[src/include/ising_defines.svh]
`ifndef ISING_DEFINES_SVH
`define ISING_DEFINES_SVH

// Spins per configuration vector
`define ISING_NUM_SPIN 8

// Entries in the spin FIFO
`define ISING_SPIN_DEPTH 4

// Signed width of one J or h coefficient
`define ISING_COEF_W 8

// Signed width of energies and partial sums
`define ISING_ENERGY_W 16

// Distinct spin pairs, 8*7/2
`define ISING_NUM_PAIR 28

`endif
[src/logic/ising_pkg.sv]
`include "ising_defines.svh"

package ising_pkg;

    // One bit per spin, 1 is +1 and 0 is -1
    typedef logic [`ISING_NUM_SPIN-1:0] spin_vec_t;

    // Coupling or bias coefficient
    typedef logic signed [`ISING_COEF_W-1:0] coef_t;

    // Energy and partial sums
    // Worst case 36*128 stays well inside 16 bits
    typedef logic signed [`ISING_ENERGY_W-1:0] energy_t;

    // Pair index, lexicographic over i<j
    // (0,1)=0 ... (0,7)=6, (1,2)=7 ... (6,7)=27
    typedef logic [$clog2(`ISING_NUM_PAIR)-1:0] pair_idx_t;

    // Index of a single spin
    typedef logic [$clog2(`ISING_NUM_SPIN)-1:0] spin_idx_t;

    // FIFO occupancy, needs to hold 0 up to the full depth
    typedef logic [$clog2(`ISING_SPIN_DEPTH+1)-1:0] fifo_usage_t;

endpackage

[src/logic/ising_energy_top.sv]
`timescale 1ns/1ps

module ising_energy_top import ising_pkg::*; (
    input  logic        clk_i,
    input  logic        reset_i,
    input  logic        en_i,
    input  logic        flush_i,
    input  logic        cmpt_en_i,
    input  logic        host_readout_i,
    input  logic        icon_finish_i,
    input  logic        spin_push_valid_i,
    input  spin_vec_t   spin_push_i,
    input  logic        energy_ready_i,
    input  logic        j_we_i,
    input  pair_idx_t   j_addr_i,
    input  coef_t       j_data_i,
    input  logic        h_we_i,
    input  spin_idx_t   h_addr_i,
    input  coef_t       h_data_i,
    output logic        spin_push_ready_o,
    output logic        cmpt_busy_o,
    output fifo_usage_t debug_fifo_usage_o,
    output logic        energy_valid_o,
    output energy_t     energy_o,
    output energy_t     best_energy_o,
    output spin_vec_t   best_spin_o
);

    // Pop pulse and FIFO head, broadcast to both units
    logic      spin_pop_fire;
    spin_vec_t spin_pop;

    logic      coupling_valid;
    energy_t   coupling_sum;
    logic      bias_valid;
    energy_t   bias_sum;

    // Pop valid stays internal, only the fire pulse leaves
    spin_fifo_maintainer spin_fifo_maintainer_i (
        .clk_i             (clk_i),
        .reset_i           (reset_i),
        .en_i              (en_i),
        .flush_i           (flush_i),
        .cmpt_en_i         (cmpt_en_i),
        .host_readout_i    (host_readout_i),
        .icon_finish_i     (icon_finish_i),
        .spin_push_valid_i (spin_push_valid_i),
        .spin_push_i       (spin_push_i),
        .spin_pop_ready_i  (energy_ready_i),
        .spin_push_ready_o (spin_push_ready_o),
        .spin_pop_valid_o  (),
        .spin_pop_fire_o   (spin_pop_fire),
        .spin_pop_o        (spin_pop),
        .cmpt_busy_o       (cmpt_busy_o),
        .debug_fifo_usage_o(debug_fifo_usage_o)
    );

    coupling_energy_unit coupling_energy_unit_i (
        .clk_i           (clk_i),
        .reset_i         (reset_i),
        .j_we_i          (j_we_i),
        .j_addr_i        (j_addr_i),
        .j_data_i        (j_data_i),
        .spin_valid_i    (spin_pop_fire),
        .spin_i          (spin_pop),
        .coupling_valid_o(coupling_valid),
        .coupling_sum_o  (coupling_sum)
    );

    bias_energy_unit bias_energy_unit_i (
        .clk_i       (clk_i),
        .reset_i     (reset_i),
        .h_we_i      (h_we_i),
        .h_addr_i    (h_addr_i),
        .h_data_i    (h_data_i),
        .spin_valid_i(spin_pop_fire),
        .spin_i      (spin_pop),
        .bias_valid_o(bias_valid),
        .bias_sum_o  (bias_sum)
    );

    energy_tracker energy_tracker_i (
        .clk_i           (clk_i),
        .reset_i         (reset_i),
        .flush_i         (flush_i),
        .coupling_valid_i(coupling_valid),
        .coupling_sum_i  (coupling_sum),
        .bias_valid_i    (bias_valid),
        .bias_sum_i      (bias_sum),
        .spin_i          (spin_pop),
        .energy_valid_o  (energy_valid_o),
        .energy_o        (energy_o),
        .best_energy_o   (best_energy_o),
        .best_spin_o     (best_spin_o)
    );

endmodule

[src/logic/energy_tracker.sv]
`timescale 1ns/1ps
`include "ising_defines.svh"

module energy_tracker import ising_pkg::*; (
    input  logic      clk_i,
    input  logic      reset_i,
    input  logic      flush_i,
    input  logic      coupling_valid_i,
    input  energy_t   coupling_sum_i,
    input  logic      bias_valid_i,
    input  energy_t   bias_sum_i,
    input  spin_vec_t spin_i,
    output logic      energy_valid_o,
    output energy_t   energy_o,
    output energy_t   best_energy_o,
    output spin_vec_t best_spin_o
);

    // Largest positive energy, start value of the running minimum
    localparam energy_t ENERGY_MAX = {1'b0, {(`ISING_ENERGY_W-1){1'b1}}};

    spin_vec_t spin_d_q;
    energy_t   energy_d;
    energy_t   energy_q;
    energy_t   best_energy_q;
    spin_vec_t best_spin_q;
    logic      energy_valid_q;
    logic      stage_en;

    // FIFO head one cycle late lines up with the registered sums
    always_ff @(posedge clk_i) begin
        spin_d_q <= spin_i;
    end

    // Both units must agree that a result is present
    assign stage_en = coupling_valid_i & bias_valid_i;

    // E = -(coupling + bias)
    assign energy_d = -(coupling_sum_i + bias_sum_i);

    always_ff @(posedge clk_i) begin
        if (stage_en) begin
            energy_q <= energy_d;
        end
    end

    // Running minimum, ties keep the earlier vector
    always_ff @(posedge clk_i) begin
        if (reset_i || flush_i) begin
            energy_valid_q <= 1'b0;
            best_energy_q  <= ENERGY_MAX;
            best_spin_q    <= '0;
        end else begin
            energy_valid_q <= stage_en;
            if (stage_en && (energy_d < best_energy_q)) begin
                best_energy_q <= energy_d;
                best_spin_q   <= spin_d_q;
            end
        end
    end

    assign energy_valid_o = energy_valid_q;
    assign energy_o       = energy_q;
    assign best_energy_o  = best_energy_q;
    assign best_spin_o    = best_spin_q;

endmodule

[src/logic/bias_energy_unit.sv]
`timescale 1ns/1ps
`include "ising_defines.svh"

module bias_energy_unit import ising_pkg::*; (
    input  logic      clk_i,
    input  logic      reset_i,
    input  logic      h_we_i,
    input  spin_idx_t h_addr_i,
    input  coef_t     h_data_i,
    input  logic      spin_valid_i,
    input  spin_vec_t spin_i,
    output logic      bias_valid_o,
    output energy_t   bias_sum_o
);

    // One h per spin
    coef_t   h_q [`ISING_NUM_SPIN];
    energy_t sum_d;
    energy_t sum_q;
    logic    valid_q;

    always_ff @(posedge clk_i) begin
        if (reset_i) begin
            for (int i = 0; i < `ISING_NUM_SPIN; i++) begin
                h_q[i] <= '0;
            end
        end else if (h_we_i) begin
            h_q[h_addr_i] <= h_data_i;
        end
    end

    // Spin +1 adds h, spin -1 subtracts it
    always_comb begin
        sum_d = '0;
        for (int i = 0; i < `ISING_NUM_SPIN; i++) begin
            if (spin_i[i]) begin
                sum_d = sum_d + energy_t'(h_q[i]);
            end else begin
                sum_d = sum_d - energy_t'(h_q[i]);
            end
        end
    end

    always_ff @(posedge clk_i) begin
        if (spin_valid_i) begin
            sum_q <= sum_d;
        end
    end

    // Valid follows the pop by one cycle
    always_ff @(posedge clk_i) begin
        if (reset_i) begin
            valid_q <= 1'b0;
        end else begin
            valid_q <= spin_valid_i;
        end
    end

    assign bias_valid_o = valid_q;
    assign bias_sum_o   = sum_q;

endmodule

[src/logic/coupling_energy_unit.sv]
`timescale 1ns/1ps
`include "ising_defines.svh"

module coupling_energy_unit import ising_pkg::*; (
    input  logic      clk_i,
    input  logic      reset_i,
    input  logic      j_we_i,
    input  pair_idx_t j_addr_i,
    input  coef_t     j_data_i,
    input  logic      spin_valid_i,
    input  spin_vec_t spin_i,
    output logic      coupling_valid_o,
    output energy_t   coupling_sum_o
);

    // One J per pair, lexicographic pair order
    coef_t   j_q [`ISING_NUM_PAIR];
    energy_t sum_d;
    energy_t sum_q;
    logic    valid_q;

    // Host writes, addresses past the last pair are ignored
    always_ff @(posedge clk_i) begin
        if (reset_i) begin
            for (int p = 0; p < `ISING_NUM_PAIR; p++) begin
                j_q[p] <= '0;
            end
        end else if (j_we_i && (j_addr_i < pair_idx_t'(`ISING_NUM_PAIR))) begin
            j_q[j_addr_i] <= j_data_i;
        end
    end

    // Pairwise sum of J*s_i*s_j
    // Equal spins give +J, differing spins give -J
    always_comb begin
        int p;
        p     = 0;
        sum_d = '0;
        for (int i = 0; i < `ISING_NUM_SPIN - 1; i++) begin
            for (int j = i + 1; j < `ISING_NUM_SPIN; j++) begin
                if (spin_i[i] == spin_i[j]) begin
                    sum_d = sum_d + energy_t'(j_q[p]);
                end else begin
                    sum_d = sum_d - energy_t'(j_q[p]);
                end
                p = p + 1;
            end
        end
    end

    // Sum is payload, only the valid pulse is reset
    always_ff @(posedge clk_i) begin
        if (spin_valid_i) begin
            sum_q <= sum_d;
        end
    end

    always_ff @(posedge clk_i) begin
        if (reset_i) begin
            valid_q <= 1'b0;
        end else begin
            valid_q <= spin_valid_i;
        end
    end

    assign coupling_valid_o = valid_q;
    assign coupling_sum_o   = sum_q;

endmodule

[src/logic/spin_fifo_maintainer.sv]
`timescale 1ns/1ps
`include "ising_defines.svh"

module spin_fifo_maintainer import ising_pkg::*; (
    input  logic        clk_i,
    input  logic        reset_i,
    input  logic        en_i,
    input  logic        flush_i,
    input  logic        cmpt_en_i,
    input  logic        host_readout_i,
    input  logic        icon_finish_i,
    input  logic        spin_push_valid_i,
    input  spin_vec_t   spin_push_i,
    input  logic        spin_pop_ready_i,
    output logic        spin_push_ready_o,
    output logic        spin_pop_valid_o,
    output logic        spin_pop_fire_o,
    output spin_vec_t   spin_pop_o,
    output logic        cmpt_busy_o,
    output fifo_usage_t debug_fifo_usage_o
);

    logic fifo_full;
    logic fifo_empty;
    logic fifo_push;
    logic cmpt_busy_q;
    logic cmpt_set;
    logic cmpt_clr;

    lagd_fifo_v3 #(
        .DATA_WIDTH(`ISING_NUM_SPIN),
        .DEPTH     (`ISING_SPIN_DEPTH)
    ) spin_fifo_i (
        .clk_i  (clk_i),
        .reset_i(reset_i),
        .flush_i(flush_i),
        .push_i (fifo_push),
        .data_i (spin_push_i),
        .pop_i  (spin_pop_fire_o),
        .full_o (fifo_full),
        .empty_o(fifo_empty),
        .usage_o(debug_fifo_usage_o),
        .data_o (spin_pop_o)
    );

    // Push side, accept while enabled and not full
    assign spin_push_ready_o = en_i & ~fifo_full;
    assign fifo_push         = spin_push_valid_i & spin_push_ready_o;

    // Pop side
    // Busy status lets pops through unless the solver is finishing,
    // host readout overrides the status entirely
    assign spin_pop_valid_o = en_i & ~fifo_empty &
                              ((cmpt_busy_q & ~icon_finish_i) | host_readout_i);
    assign spin_pop_fire_o  = spin_pop_valid_o & spin_pop_ready_i;

    // Completion status set and clear terms
    assign cmpt_set = cmpt_en_i & en_i;
    assign cmpt_clr = (icon_finish_i & fifo_full) | flush_i;

    // Clear has priority over set
    always_ff @(posedge clk_i) begin
        if (reset_i || cmpt_clr) begin
            cmpt_busy_q <= 1'b0;
        end else if (cmpt_set) begin
            cmpt_busy_q <= 1'b1;
        end
    end

    assign cmpt_busy_o = cmpt_busy_q;

endmodule

[src/logic/lagd_fifo_v3.sv]
`timescale 1ns/1ps

module lagd_fifo_v3 import ising_pkg::*; #(
    parameter int DATA_WIDTH = 8,
    parameter int DEPTH      = 4
) (
    input  logic                  clk_i,
    input  logic                  reset_i,
    input  logic                  flush_i,
    input  logic                  push_i,
    input  logic [DATA_WIDTH-1:0] data_i,
    input  logic                  pop_i,
    output logic                  full_o,
    output logic                  empty_o,
    output fifo_usage_t           usage_o,
    output logic [DATA_WIDTH-1:0] data_o
);

    localparam int PTR_W = (DEPTH > 1) ? $clog2(DEPTH) : 1;

    // Storage, no reset on the payload
    logic [DATA_WIDTH-1:0] mem_q [DEPTH];

    logic [PTR_W-1:0] wr_ptr_q;
    logic [PTR_W-1:0] rd_ptr_q;
    fifo_usage_t      count_q;
    logic             push_ok;
    logic             pop_ok;

    // Writes into a full FIFO and reads from an empty one are dropped
    assign push_ok = push_i & ~full_o;
    assign pop_ok  = pop_i & ~empty_o;

    assign full_o  = (count_q == fifo_usage_t'(DEPTH));
    assign empty_o = (count_q == '0);
    assign usage_o = count_q;

    // Head entry, registered storage so nothing falls through
    assign data_o = mem_q[rd_ptr_q];

    always_ff @(posedge clk_i) begin
        if (push_ok) begin
            mem_q[wr_ptr_q] <= data_i;
        end
    end

    // Pointers wrap at DEPTH-1, which need not be a power of two
    always_ff @(posedge clk_i) begin
        if (reset_i || flush_i) begin
            wr_ptr_q <= '0;
            rd_ptr_q <= '0;
            count_q  <= '0;
        end else begin
            if (push_ok) begin
                if (wr_ptr_q == PTR_W'(DEPTH - 1)) begin
                    wr_ptr_q <= '0;
                end else begin
                    wr_ptr_q <= wr_ptr_q + 1'b1;
                end
            end
            if (pop_ok) begin
                if (rd_ptr_q == PTR_W'(DEPTH - 1)) begin
                    rd_ptr_q <= '0;
                end else begin
                    rd_ptr_q <= rd_ptr_q + 1'b1;
                end
            end
            // Count moves only when exactly one side fires
            case ({push_ok, pop_ok})
                2'b10:   count_q <= count_q + 1'b1;
                2'b01:   count_q <= count_q - 1'b1;
                default: count_q <= count_q;
            endcase
        end
    end

endmodule

[config.mk]
export PLATFORM = sky130hd
export DESIGN_NAME = ising_energy_top
export DESIGN_NICKNAME = d
export VERILOG_FILES = /design/src/logic/ising_pkg.sv /design/src/logic/ising_energy_top.sv /design/src/logic/energy_tracker.sv /design/src/logic/bias_energy_unit.sv /design/src/logic/coupling_energy_unit.sv /design/src/logic/spin_fifo_maintainer.sv /design/src/logic/lagd_fifo_v3.sv
export VERILOG_INCLUDE_DIRS = /design/src /design/src/include
export SDC_FILE = /design/constraint.sdc
export NUM_CORES = 1
export LEC_CHECK = 0
export BUFFER_PORTS_ARGS = -buffer_cell sky130_fd_sc_hd__clkbuf_2
export CAP_MARGIN = 15
export CORE_MARGIN = 5
export CORE_UTILIZATION = 35
export DETAILED_ROUTE_END_ITERATION = 7
export GPL_TIMING_DRIVEN = 0
export PLACE_DENSITY_LB_ADDON = 0.15
export SKIP_CTS_REPAIR_TIMING = 1
export SYNTH_ARGS = -nofsm -noshare
export SYNTH_HDL_FRONTEND = slang
export SYNTH_HIERARCHICAL = 1
export SYNTH_SLANG_ARGS = --single-unit
[constraint.sdc]
create_clock -name clk_i -period 27.4 [get_ports clk_i]
set_input_delay 5.48 -clock clk_i [delete_from_list [all_inputs] [get_ports clk_i]]
set_output_delay 5.48 -clock clk_i [all_outputs]
set_load 0.01 [all_outputs]
# Word-level counts from Yosys, hierarchy flattened
# Memory sizes are Yosys's and may differ from the RTL's. A register that Yosys moved wholly into a read port is not among the register bits.
# Cells that the tools add are included.
# Widths: inputs -> output; s select.
[op_classes]
n_addsub = 76
magnitude_cmp = 2
n_eq_ne = 33
muxes = 57
bitwise = 15
reduce_logical = 8
[ops]
columns = ["cell", "count"]
rows = [
  ["$mux 16", 36],
  ["$add 16x8->16", 34],
  ["$sub 16x8->16", 34],
  ["$eq 1x1->1", 28],
  ["$sub 1x8->9 const A", 2],
  ["$add 16x16->16", 1],
  ["$lt 16x16->1", 1],
  ["$mux 8", 2],
  ["$neg 16->16", 1],
  ["$reduce_or 8->1", 2],
  ["$mux 1", 12],
  ["$and 1x1->1", 10],
  ["$mux 2", 4],
  ["$eq 2x2->1 const B", 3],
  ["$pmux 3 s2", 1],
  ["$lt 5x5->1 const B", 1],
  ["$mux 5", 1],
  ["$add 2x1->2 const B", 2],
  ["$add 3x1->3 const B", 1],
  ["$eq 3x3->1 const B", 1],
  ["$logic_not 3->1", 1],
  ["$mux 3", 1],
  ["$not 1->1", 3],
  ["$sub 3x1->3 const B", 1],
  ["5 further kinds", 8],
]
[word_totals]
register_bits = 90
ram_bits = 320
in_bits = 43
output_inout_bits = 46
wordCells = 206
memories = 3
[memory_table]
columns = ["memory", "words", "width", "read_ports", "rd_clocked_by_memory_dff", "write_ports", "line", "source"]
rows = [
  ["coupling_energy_unit_i.j_q", 28, 8, 28, 0, 28, "coupling_energy_unit.sv:17", "coef_t j_q [`ISING_NUM_PAIR];"],
  ["bias_energy_unit_i.h_q", 8, 8, 8, 0, 8, "bias_energy_unit.sv:17", "coef_t h_q [`ISING_NUM_SPIN];"],
  ["spin_fifo_maintainer_i.spin_fifo_i.mem_q", 4, 8, 1, 1, 1, "lagd_fifo_v3.sv:22", "logic [DATA_WIDTH-1:0] mem_q [DEPTH];"],
]

# Logic depth before layout (Yosys ltp)
# Gate-level depths: netlist (run 1).
[depth]
depth_word = 56
depth_mapped = 160
depth_no_buf = 157

# Hierarchy
# Netlist (run 1), hierarchy kept.
[by_module_without_submodules]
columns = ["mod", "n_inst", "cells_each", "area_each_um2", "seq_area_each_um2"]
rows = [
  ["coupling_energy_unit", 1, 3760, 32368.5, 7226.9],
  ["bias_energy_unit", 1, 1031, 9083.7, 2422.3],
  ["energy_tracker", 1, 311, 2950.3, 1141.1],
  ["lagd_fifo_v3", 1, 98, 1655.3, 1141.1],
  ["spin_fifo_maintainer", 1, 11, 100.1, 20.0],
]

# Worst setup path before layout (run 1)
# Ideal clock, no wire load.
[synth_path]
path_kind = "reg-to-reg"
startpoint = "reg (tool-made name)"
endpoint = "reg coupling_energy_unit_i.sum_q[15], in the netlist coupling_energy_unit_i/coupling_sum_o[15], data pin"
setup_time_ps = 268
t_arrival_ps = 28959
required_time_ps = 27132
setup_slack_ps = -1827
path_stages_with_launch = 130
n_path_buf = 3
period_less_slack_ps = 29227
cell_sequence = "dfxtp_1 > buf_2 > mux4_2 > buf_4 > buf_6 > xnor2_1 > mux2_2 > fa_1 > a21o_1 > a21oi_1 > o21bai_1 > a21oi_1 > o21bai_1 > a21oi_1 > o21bai_1 > a21oi_1 > o21bai_1 > a21oi_1 > [... 94 more ...] > o2111ai_1 > ha_1 > or4b_2 > o2111ai_1 > ha_1 > or4b_2 > o2111ai_1 > ha_1 > or4b_2 > o2111ai_1 > ha_1 > a21o_1 > a41oi_1 > xnor2_1 > xnor3_1 > xnor2_1 > xnor3_1 > xnor3_1"
[synth_lines]
columns = ["element", "line", "source"]
rows = [
  ["end signal: assignment", "coupling_energy_unit.sv:54", "sum_q <= sum_d;"],
  ["end: declaration", "coupling_energy_unit.sv:19", "energy_t sum_q;"],
]

==> reports/metrics.sh, run 1 <==
RUN_STATUS='completed'
TIMING.RR.END='coupling_energy_unit_i/coupling_sum_o[15]$_DFFE_PP_'
GR-TOTAL-OVERFLOW=0
NUMCTSBUFFERS=52
CTS_TREE='done'
PERIOD_UTILIZATION_PCT=97.3
DP_HPWL_UM=101000
FINAL-SETUP-VIOL-COUNT=0
TIMING.MAX_SLEW.REL_SLACK_PCT=22.8
CORE_BOX_AREA_SQ_MM=0.131
WORSTMARGINPINSLEW_PS=1160
START_KIND='flip-flop'
DATA_REQUIRED_TIME_AT_THE_WORST_ENDPOINT_PS=27790
WL_PER_CELL_UM=17.5
DRIVE_ABOVE_1_SHARE_PCT=11.7
MAPPEDNETLISTNETS=5915
CTS_SINKS=413
CHIPHEIGHT_UM=373
NUM_ROWS=133
GRT_PASS1_VIAS=34800
PIN_COUNT_OF_THE_BIGGEST_NET_ENTERING_GLOBAL_ROUTING=20
BUFFER_PORTS.INSERTED=86
AREA.GROWTH.SYNTH_TO_FINAL_PCT=13.0
FINALSETUPTNS_PS=0
FINALWIRELENGTH_UM=126000
REG2REG_DEPTH=130
FMAX_MHz=37.5
WHS_PATH_DEPTH=2
WORST_SETUP_PATH_END_KIND='flip-flop'
DIE_WIDTH_UM=373
CP_SLOWEST_STAGE_DELAY_PS=650
WORSTHOLDSTART='energy_tracker_i/spin_d_q[2]$_DFF_P_'
DR.PASS1.ITERS=6
SLEW_VIOLATIONS=0
INITIAL_ANTENNA_VIOLATION_COUNT=10
START_UTIL_PCT=35.2
REG2REG_SLACK_PS=730
DATA_ARRIVAL_CRITICAL_PATH_PS=27060
FINAL-HOLD-VIOLATION-COUNT=0
GRT_SETUP_UNREPAIRED='yes'
POSTSYNTHAREAPERCELL_SQ_UM=8.86
FINAL.HOLD.WORST_SLACK_PS=462
CLOCK_LATENCY_PS=670
DRCVIOLATIONCOUNT=0
MAX_CAP_VIOLS=0
CLOCK-ROOT-BUFFER='sky130_fd_sc_hd__clkbuf_16'
CRIT_PATH_MAX_FANOUT=6
DETAIL-ROUTE-ANTENNA-NETS=0
TIMING.HOLD.WORST_ENDPOINT='energy_tracker_i/best_spin_o[2]$_SDFFE_PP0P_'
ROUTE.DETAILED.VIAS_PER_INST=5.08
GRT_PASS1_WL_UM=193000
CTSHTREEMAXLEVEL=2
DETAIL_ROUTE.ITER0.VIOLATIONS=1793
CLKSLEWWORSTSETUPHOLDPATHS_PS=60
SYNTH_AREA_SQ_MM=0.0462
GR-USAGE-ALL-LAYERS_PCT=17.2
ROUTABILITYCONGESTION=0.836
CLK_PATH_BUF_DEPTH=3
MAX_STAGE_DELAY_CELL_WORST_PATH='sky130_fd_sc_hd__mux4_2'
VIA_TOTAL_AFTER_DETAILED_ROUTING=36600
CRIT_PATH_FREQUENT_CELL='sky130_fd_sc_hd__ha_4'
YOSYS_WARNINGS=6
PATH_CLASS='reg2reg'
DIE-AREA_SQ_MM=0.139
TOP_LEVEL_PORTS=89
NFILLCELLS=13200
MIN-DELAY-PATH-CLASS='reg2reg'
POST_SYNTH_INST_COUNT=5210
NETS=6108
PERIOD_MINUS_SLACK_PS=26670
WORST_SETUP_SKEW_AFTER_LAYOUT_PS=36.7
area by class of cell:
cell class | instances | area (sq um) | area share (%)
antenna | 2 | 5.00 | 0.00960
buffer | 61 | 427 | 0.818
clock buffer | 59 | 1330 | 2.55
clock inverter | 36 | 483 | 0.926
inverter | 402 | 1550 | 2.97
multi-input combinational | 4332 | 33300 | 63.9
sequential | 413 | 12000 | 22.9
tap | 1755 | 2200 | 4.21
timing repair buffer | 141 | 881 | 1.69
worst max path at each step:
stage | endpoint | slack (ps) | cells after the start
floorplan | coupling_energy_unit_i/coupling_sum_o[15]$_DFFE_PP_ | 100 | 128
global placement | coupling_energy_unit_i/coupling_sum_o[15]$_DFFE_PP_ | -3340 | 125
detailed placement | coupling_energy_unit_i/coupling_sum_o[15]$_DFFE_PP_ | -3540 | 127
CTS | coupling_energy_unit_i/coupling_sum_o[15]$_DFFE_PP_ | -3600 | 127
global route | coupling_energy_unit_i/coupling_sum_o[15]$_DFFE_PP_ | -430 | 140
finish | coupling_energy_unit_i/coupling_sum_o[15]$_DFFE_PP_ | 730 | 130
registers in the layout, indices dropped and copies added (netlist names), 3 cells and up, named ones only:
register and cells:
bias_energy_unit_i/bias_sum_o 16, bias_energy_unit_i/h_q 64, coupling_energy_unit_i/coupling_sum_o 16, coupling_energy_unit_i/j_q 224, energy_tracker_i/best_energy_o 16, energy_tracker_i/best_spin_o 8, energy_tracker_i/energy_o 16, energy_tracker_i/spin_d_q 8
spin_fifo_maintainer_i/spin_fifo_i/mem_q 32, spin_fifo_maintainer_i/spin_fifo_i/usage_o 3
metrics by stage:
stage	util (%)	area [sq um]	worst slack (ps)	std cells
floorplan	-	46400	97.4	5210
global placement	37.4	49100	-3340	7051
detailed placement	37.4	49100	-3540	7053
CTS	38.8	50900	-3600	7148
global route	39.7	52200	-431	7199
finish	39.7	52200	729	7201
cell usage in the layout, fill, tap and decap left out, types with 22 or more instances in the layout:
cell,n
sky130_fd_sc_hd__ha_1,598
sky130_fd_sc_hd__nor2_1,438
sky130_fd_sc_hd__a21oi_1,422
sky130_fd_sc_hd__xnor2_1,396
sky130_fd_sc_hd__inv_1,384
sky130_fd_sc_hd__edfxtp_1,368
sky130_fd_sc_hd__nand2_1,359
sky130_fd_sc_hd__and2_1,293
sky130_fd_sc_hd__xor2_1,264
sky130_fd_sc_hd__o21ai_0,212
sky130_fd_sc_hd__o21bai_1,152
sky130_fd_sc_hd__nor3_1,125
sky130_fd_sc_hd__a21o_1,118
sky130_fd_sc_hd__a21bo_2,91
sky130_fd_sc_hd__clkbuf_2,87
sky130_fd_sc_hd__nand2b_1,57
sky130_fd_sc_hd__nand3_1,57
sky130_fd_sc_hd__clkbuf_16,52
sky130_fd_sc_hd__buf_4,49
sky130_fd_sc_hd__or2_2,47
sky130_fd_sc_hd__a211oi_1,46
sky130_fd_sc_hd__a31oi_1,44
sky130_fd_sc_hd__o211ai_1,44
sky130_fd_sc_hd__dfxtp_1,43
sky130_fd_sc_hd__clkbuf_1,39
sky130_fd_sc_hd__fa_1,35
sky130_fd_sc_hd__o31ai_1,33
sky130_fd_sc_hd__nor4_1,28
sky130_fd_sc_hd__ha_4,27
sky130_fd_sc_hd__o41ai_1,25
sky130_fd_sc_hd__o21a_1,24
sky130_fd_sc_hd__or4_1,22
layer usage:
layer / vias up / GRT usage [%] / share of wire (%)
met4: 0 / 4.25 / 2.2
met5: - / 0 / 0
met2: 465 / 29.8 / 48
li1: 19000 / - / -
met1: 17100 / 23.3 / 47
met3: 107 / 1.50 / 3.0
critical path, delay by kind of cell, from the launching register on:
kind / cells / cell delay (ps)
fa+ha+maj: 27 / 7580
xor+xnor: 8 / 1650
mux: 2 / 990
buf+inv: 14 / 1050
simple gates: 35 / 8940
flops: 1 / 320
compound gates: 44 / 5780
Power of run 1 is not shown: default switching activity piles up to over one toggle a cycle in this logic, so the estimate is an artifact.
==> run 2: changes to the inputs <==
--- a/config.mk
+++ b/config.mk
@@ -13,5 +13,5 @@
 export DETAILED_ROUTE_END_ITERATION = 7
 export GPL_TIMING_DRIVEN = 0
-export PLACE_DENSITY_LB_ADDON = 0.15
+export PLACE_DENSITY = 0.56
 export SKIP_CTS_REPAIR_TIMING = 1
 export SYNTH_ARGS = -nofsm -noshare
==> constraint.sdc (replaced) <==
create_clock -name clk_i -period 27.4 [get_ports clk_i]
set_input_delay 5.48 -clock clk_i [delete_from_list [all_inputs] [get_ports clk_i]]
set_output_delay 5.48 -clock clk_i [all_outputs]
set_load 0.005 [all_outputs]
==> run 2 against run 1 <==
Compared with the run above: global-route usage down 0.19 points; count of clock-buffer cells in the layout fell by 2; utilization is essentially flat; final area is essentially flat; critical path depth rose by 3; via count grew 0.97%; first-iteration DRC count increased by 14%; register-to-register slack got worse by 220 ps; maximum frequency decreased by 0.80%; cell count barely moved; routed wire length decreased by 0.85%; largest cell class unchanged.
==> reports/metrics.sh, run 2 (same netlist as run 1, synthesis figures left out) <==
NFILLCELLS=13100
BUFFER_PORTS.INSERTED=86
NETS=6112
DR.PASS1.ITERS=5
DRCVIOLATIONCOUNT=0
MIN-DELAY-PATH-CLASS='reg2reg'
GRT_SETUP_UNREPAIRED='yes'
PATH_CLASS='reg2reg'
AREA.GROWTH.SYNTH_TO_FINAL_PCT=13.1
FINAL-HOLD-VIOLATION-COUNT=0
PIN_COUNT_OF_THE_BIGGEST_NET_ENTERING_GLOBAL_ROUTING=19
AREA_OF_THE_MULTI_INPUT_GATES_SQ_MM=0.0334
TOP_LEVEL_PORTS=89
DP_HPWL_UM=99300
GRT_PASS1_VIAS=35000
FMAX_MHz=37.2
NUMCTSBUFFERS=49
PERIOD_MINUS_SLACK_PS=26890
DATA_ARRIVAL_CRITICAL_PATH_PS=27220
MOSTFREQUENTLAYOUTCELLS='sky130_fd_sc_hd__ha_1 (598), sky130_fd_sc_hd__nor2_1 (439), sky130_fd_sc_hd__a21oi_1 (418), sky130_fd_sc_hd__xnor2_1 (394), sky130_fd_sc_hd__inv_1 (382)'
CRIT_PATH_FREQUENT_CELL='sky130_fd_sc_hd__ha_4'
DRIVE_ABOVE_1_SHARE_PCT=11.8
DIE_WIDTH_UM=373
TIMING.MAX_SLEW.REL_SLACK_PCT=17.1
DETAIL_ROUTE.ITER0.VIOLATIONS=2046
DETAIL-ROUTE-ANTENNA-NETS=0
GR-TOTAL-OVERFLOW=0
CRIT_PATH_MAX_FANOUT=6
CP_SLOWEST_STAGE_DELAY_PS=660
NUMBER_OF_FLIP_FLOPS_IN_THE_LARGEST_REGISTER=224
PERIOD_UTILIZATION_PCT=98.1
START_KIND='flip-flop'
CLK_PATH_BUF_DEPTH=3
BUFFER_AND_INVERTER_COUNT_ON_THE_WORST_PATH=16
NUM_ROWS=133
CLOCK-ROOT-BUFFER='sky130_fd_sc_hd__clkbuf_16'
GR-USAGE-ALL-LAYERS_PCT=17.1
MOST_COMMON_CELL_AFTER_LAYOUT_FILL_AND_TAPS_ASIDE='sky130_fd_sc_hd__ha_1'
ROUTABILITYCONGESTION=0.845
REGISTERS.TOP_BY_FF_COUNT='coupling_energy_unit_i/j_q'
CTS_SINKS=413
CTS_TREE='done'
INITIAL_ANTENNA_VIOLATION_COUNT=14
LAYOUT_TOP_REGISTERS='coupling_energy_unit_i/j_q x224, bias_energy_unit_i/h_q x64, spin_fifo_maintainer_i/spin_fifo_i/mem_q x32'
VIA_TOTAL_AFTER_DETAILED_ROUTING=37000
GRT_PASS1_WL_UM=191000
CLKSLEWWORSTSETUPHOLDPATHS_PS=60
MAX_CAP_VIOLS=0
FINAL-SETUP-VIOL-COUNT=0
DATA_REQUIRED_TIME_AT_THE_WORST_ENDPOINT_PS=27740
WORSTMARGINPINSLEW_PS=1240
RUN_STATUS='completed'
TIMING.CRITICAL_PATH.MAX_DELAY_FAMILY='simple AND/OR/NAND/NOR gates'
SLEW_VIOLATIONS=0
CHIPHEIGHT_UM=373
CLOCK_LATENCY_PS=640
ROUTE.DETAILED.VIAS_PER_INST=5.13
WORST_SETUP_PATH_END_KIND='flip-flop'
START_UTIL_PCT=35.2
WL_PER_CELL_UM=17.3
WORST_SETUP_SKEW_AFTER_LAYOUT_PS=24.8
SEQCELLAREA_SQ_MM=0.0120
FINALSETUPTNS_PS=0
CORE_BOX_AREA_SQ_MM=0.131
CTSHTREEMAXLEVEL=2
DIE-AREA_SQ_MM=0.139
FINALWIRELENGTH_UM=125000
MAX_STAGE_DELAY_CELL_WORST_PATH='sky130_fd_sc_hd__mux4_2'
==> run 2: cell types whose count changed in the layout (fill, tap and decap cells not counted), moves of 4 or more <==
cell,change
sky130_fd_sc_hd__buf_4,+5
sky130_fd_sc_hd__a21oi_1,-4
sky130_fd_sc_hd__inv_4,+5
sky130_fd_sc_hd__inv_6,-4
sky130_fd_sc_hd__a21oi_2,+4
sky130_fd_sc_hd__clkinvlp_4,-6
==> run 2: layout make-up <==
class                           count  share of cell area [%]
Tap cell                         1755                    4.21
Clock inverter                     33                   0.861
Multi-Input combinational cell   4332                    63.9
Antenna cell                        5                  0.0240
Sequential cell                   413                    22.9
Clock buffer                       57                    2.46
Inverter                          402                    2.97
Timing Repair Buffer              148                    1.84
Buffer                             61                   0.827
==> run 2: worst paths after layout <==
path                                        startpoint                                                   to  slack, ps  depth (start not counted)
hold reg to reg   energy_tracker_i/spin_d_q[0]$_DFF_P_         energy_tracker_i/best_spin_o[0]$_SDFFE_PP0P_        460                          2
setup / recovery                             flip-flop  coupling_energy_unit_i/coupling_sum_o[15]$_DFFE_PP_        510                        133
hold / removal    energy_tracker_i/spin_d_q[0]$_DFF_P_         energy_tracker_i/best_spin_o[0]$_SDFFE_PP0P_        460                          2
setup reg to reg                             flip-flop  coupling_energy_unit_i/coupling_sum_o[15]$_DFFE_PP_        510                        133
==> run 2: metrics by stage <==
stage | cells | utilization [%] | hold WS (ps) | instance area, sq um | setup WS [ps]
after floorplan | 5210 | - | 439 | 46400 | 97.4
after global placement | 7051 | 37.4 | 456 | 49100 | -3430
after detailed placement | 7054 | 37.4 | 456 | 49100 | -3880
after CTS | 7144 | 38.7 | 464 | 50800 | -3980
after global routing | 7203 | 39.8 | 479 | 52200 | -676
final | 7206 | 39.8 | 459 | 52200 | 514
==> run 2: tightest hold or removal path: cells and delay by family (launching register included) <==
family,cells,cell delay (ps)
flops,1,290
compound gates,2,120
==> run 2: per-layer routing <==
layer	GRT usage, %	vias up	share of wire [%]
met5	0	-	0
met4	5.27	0	3.0
met1	22.8	17300	47
met3	2.07	127	3.5
met2	28.8	531	47
li1	-	19000	-
Power of run 2 is left out for the same reason.
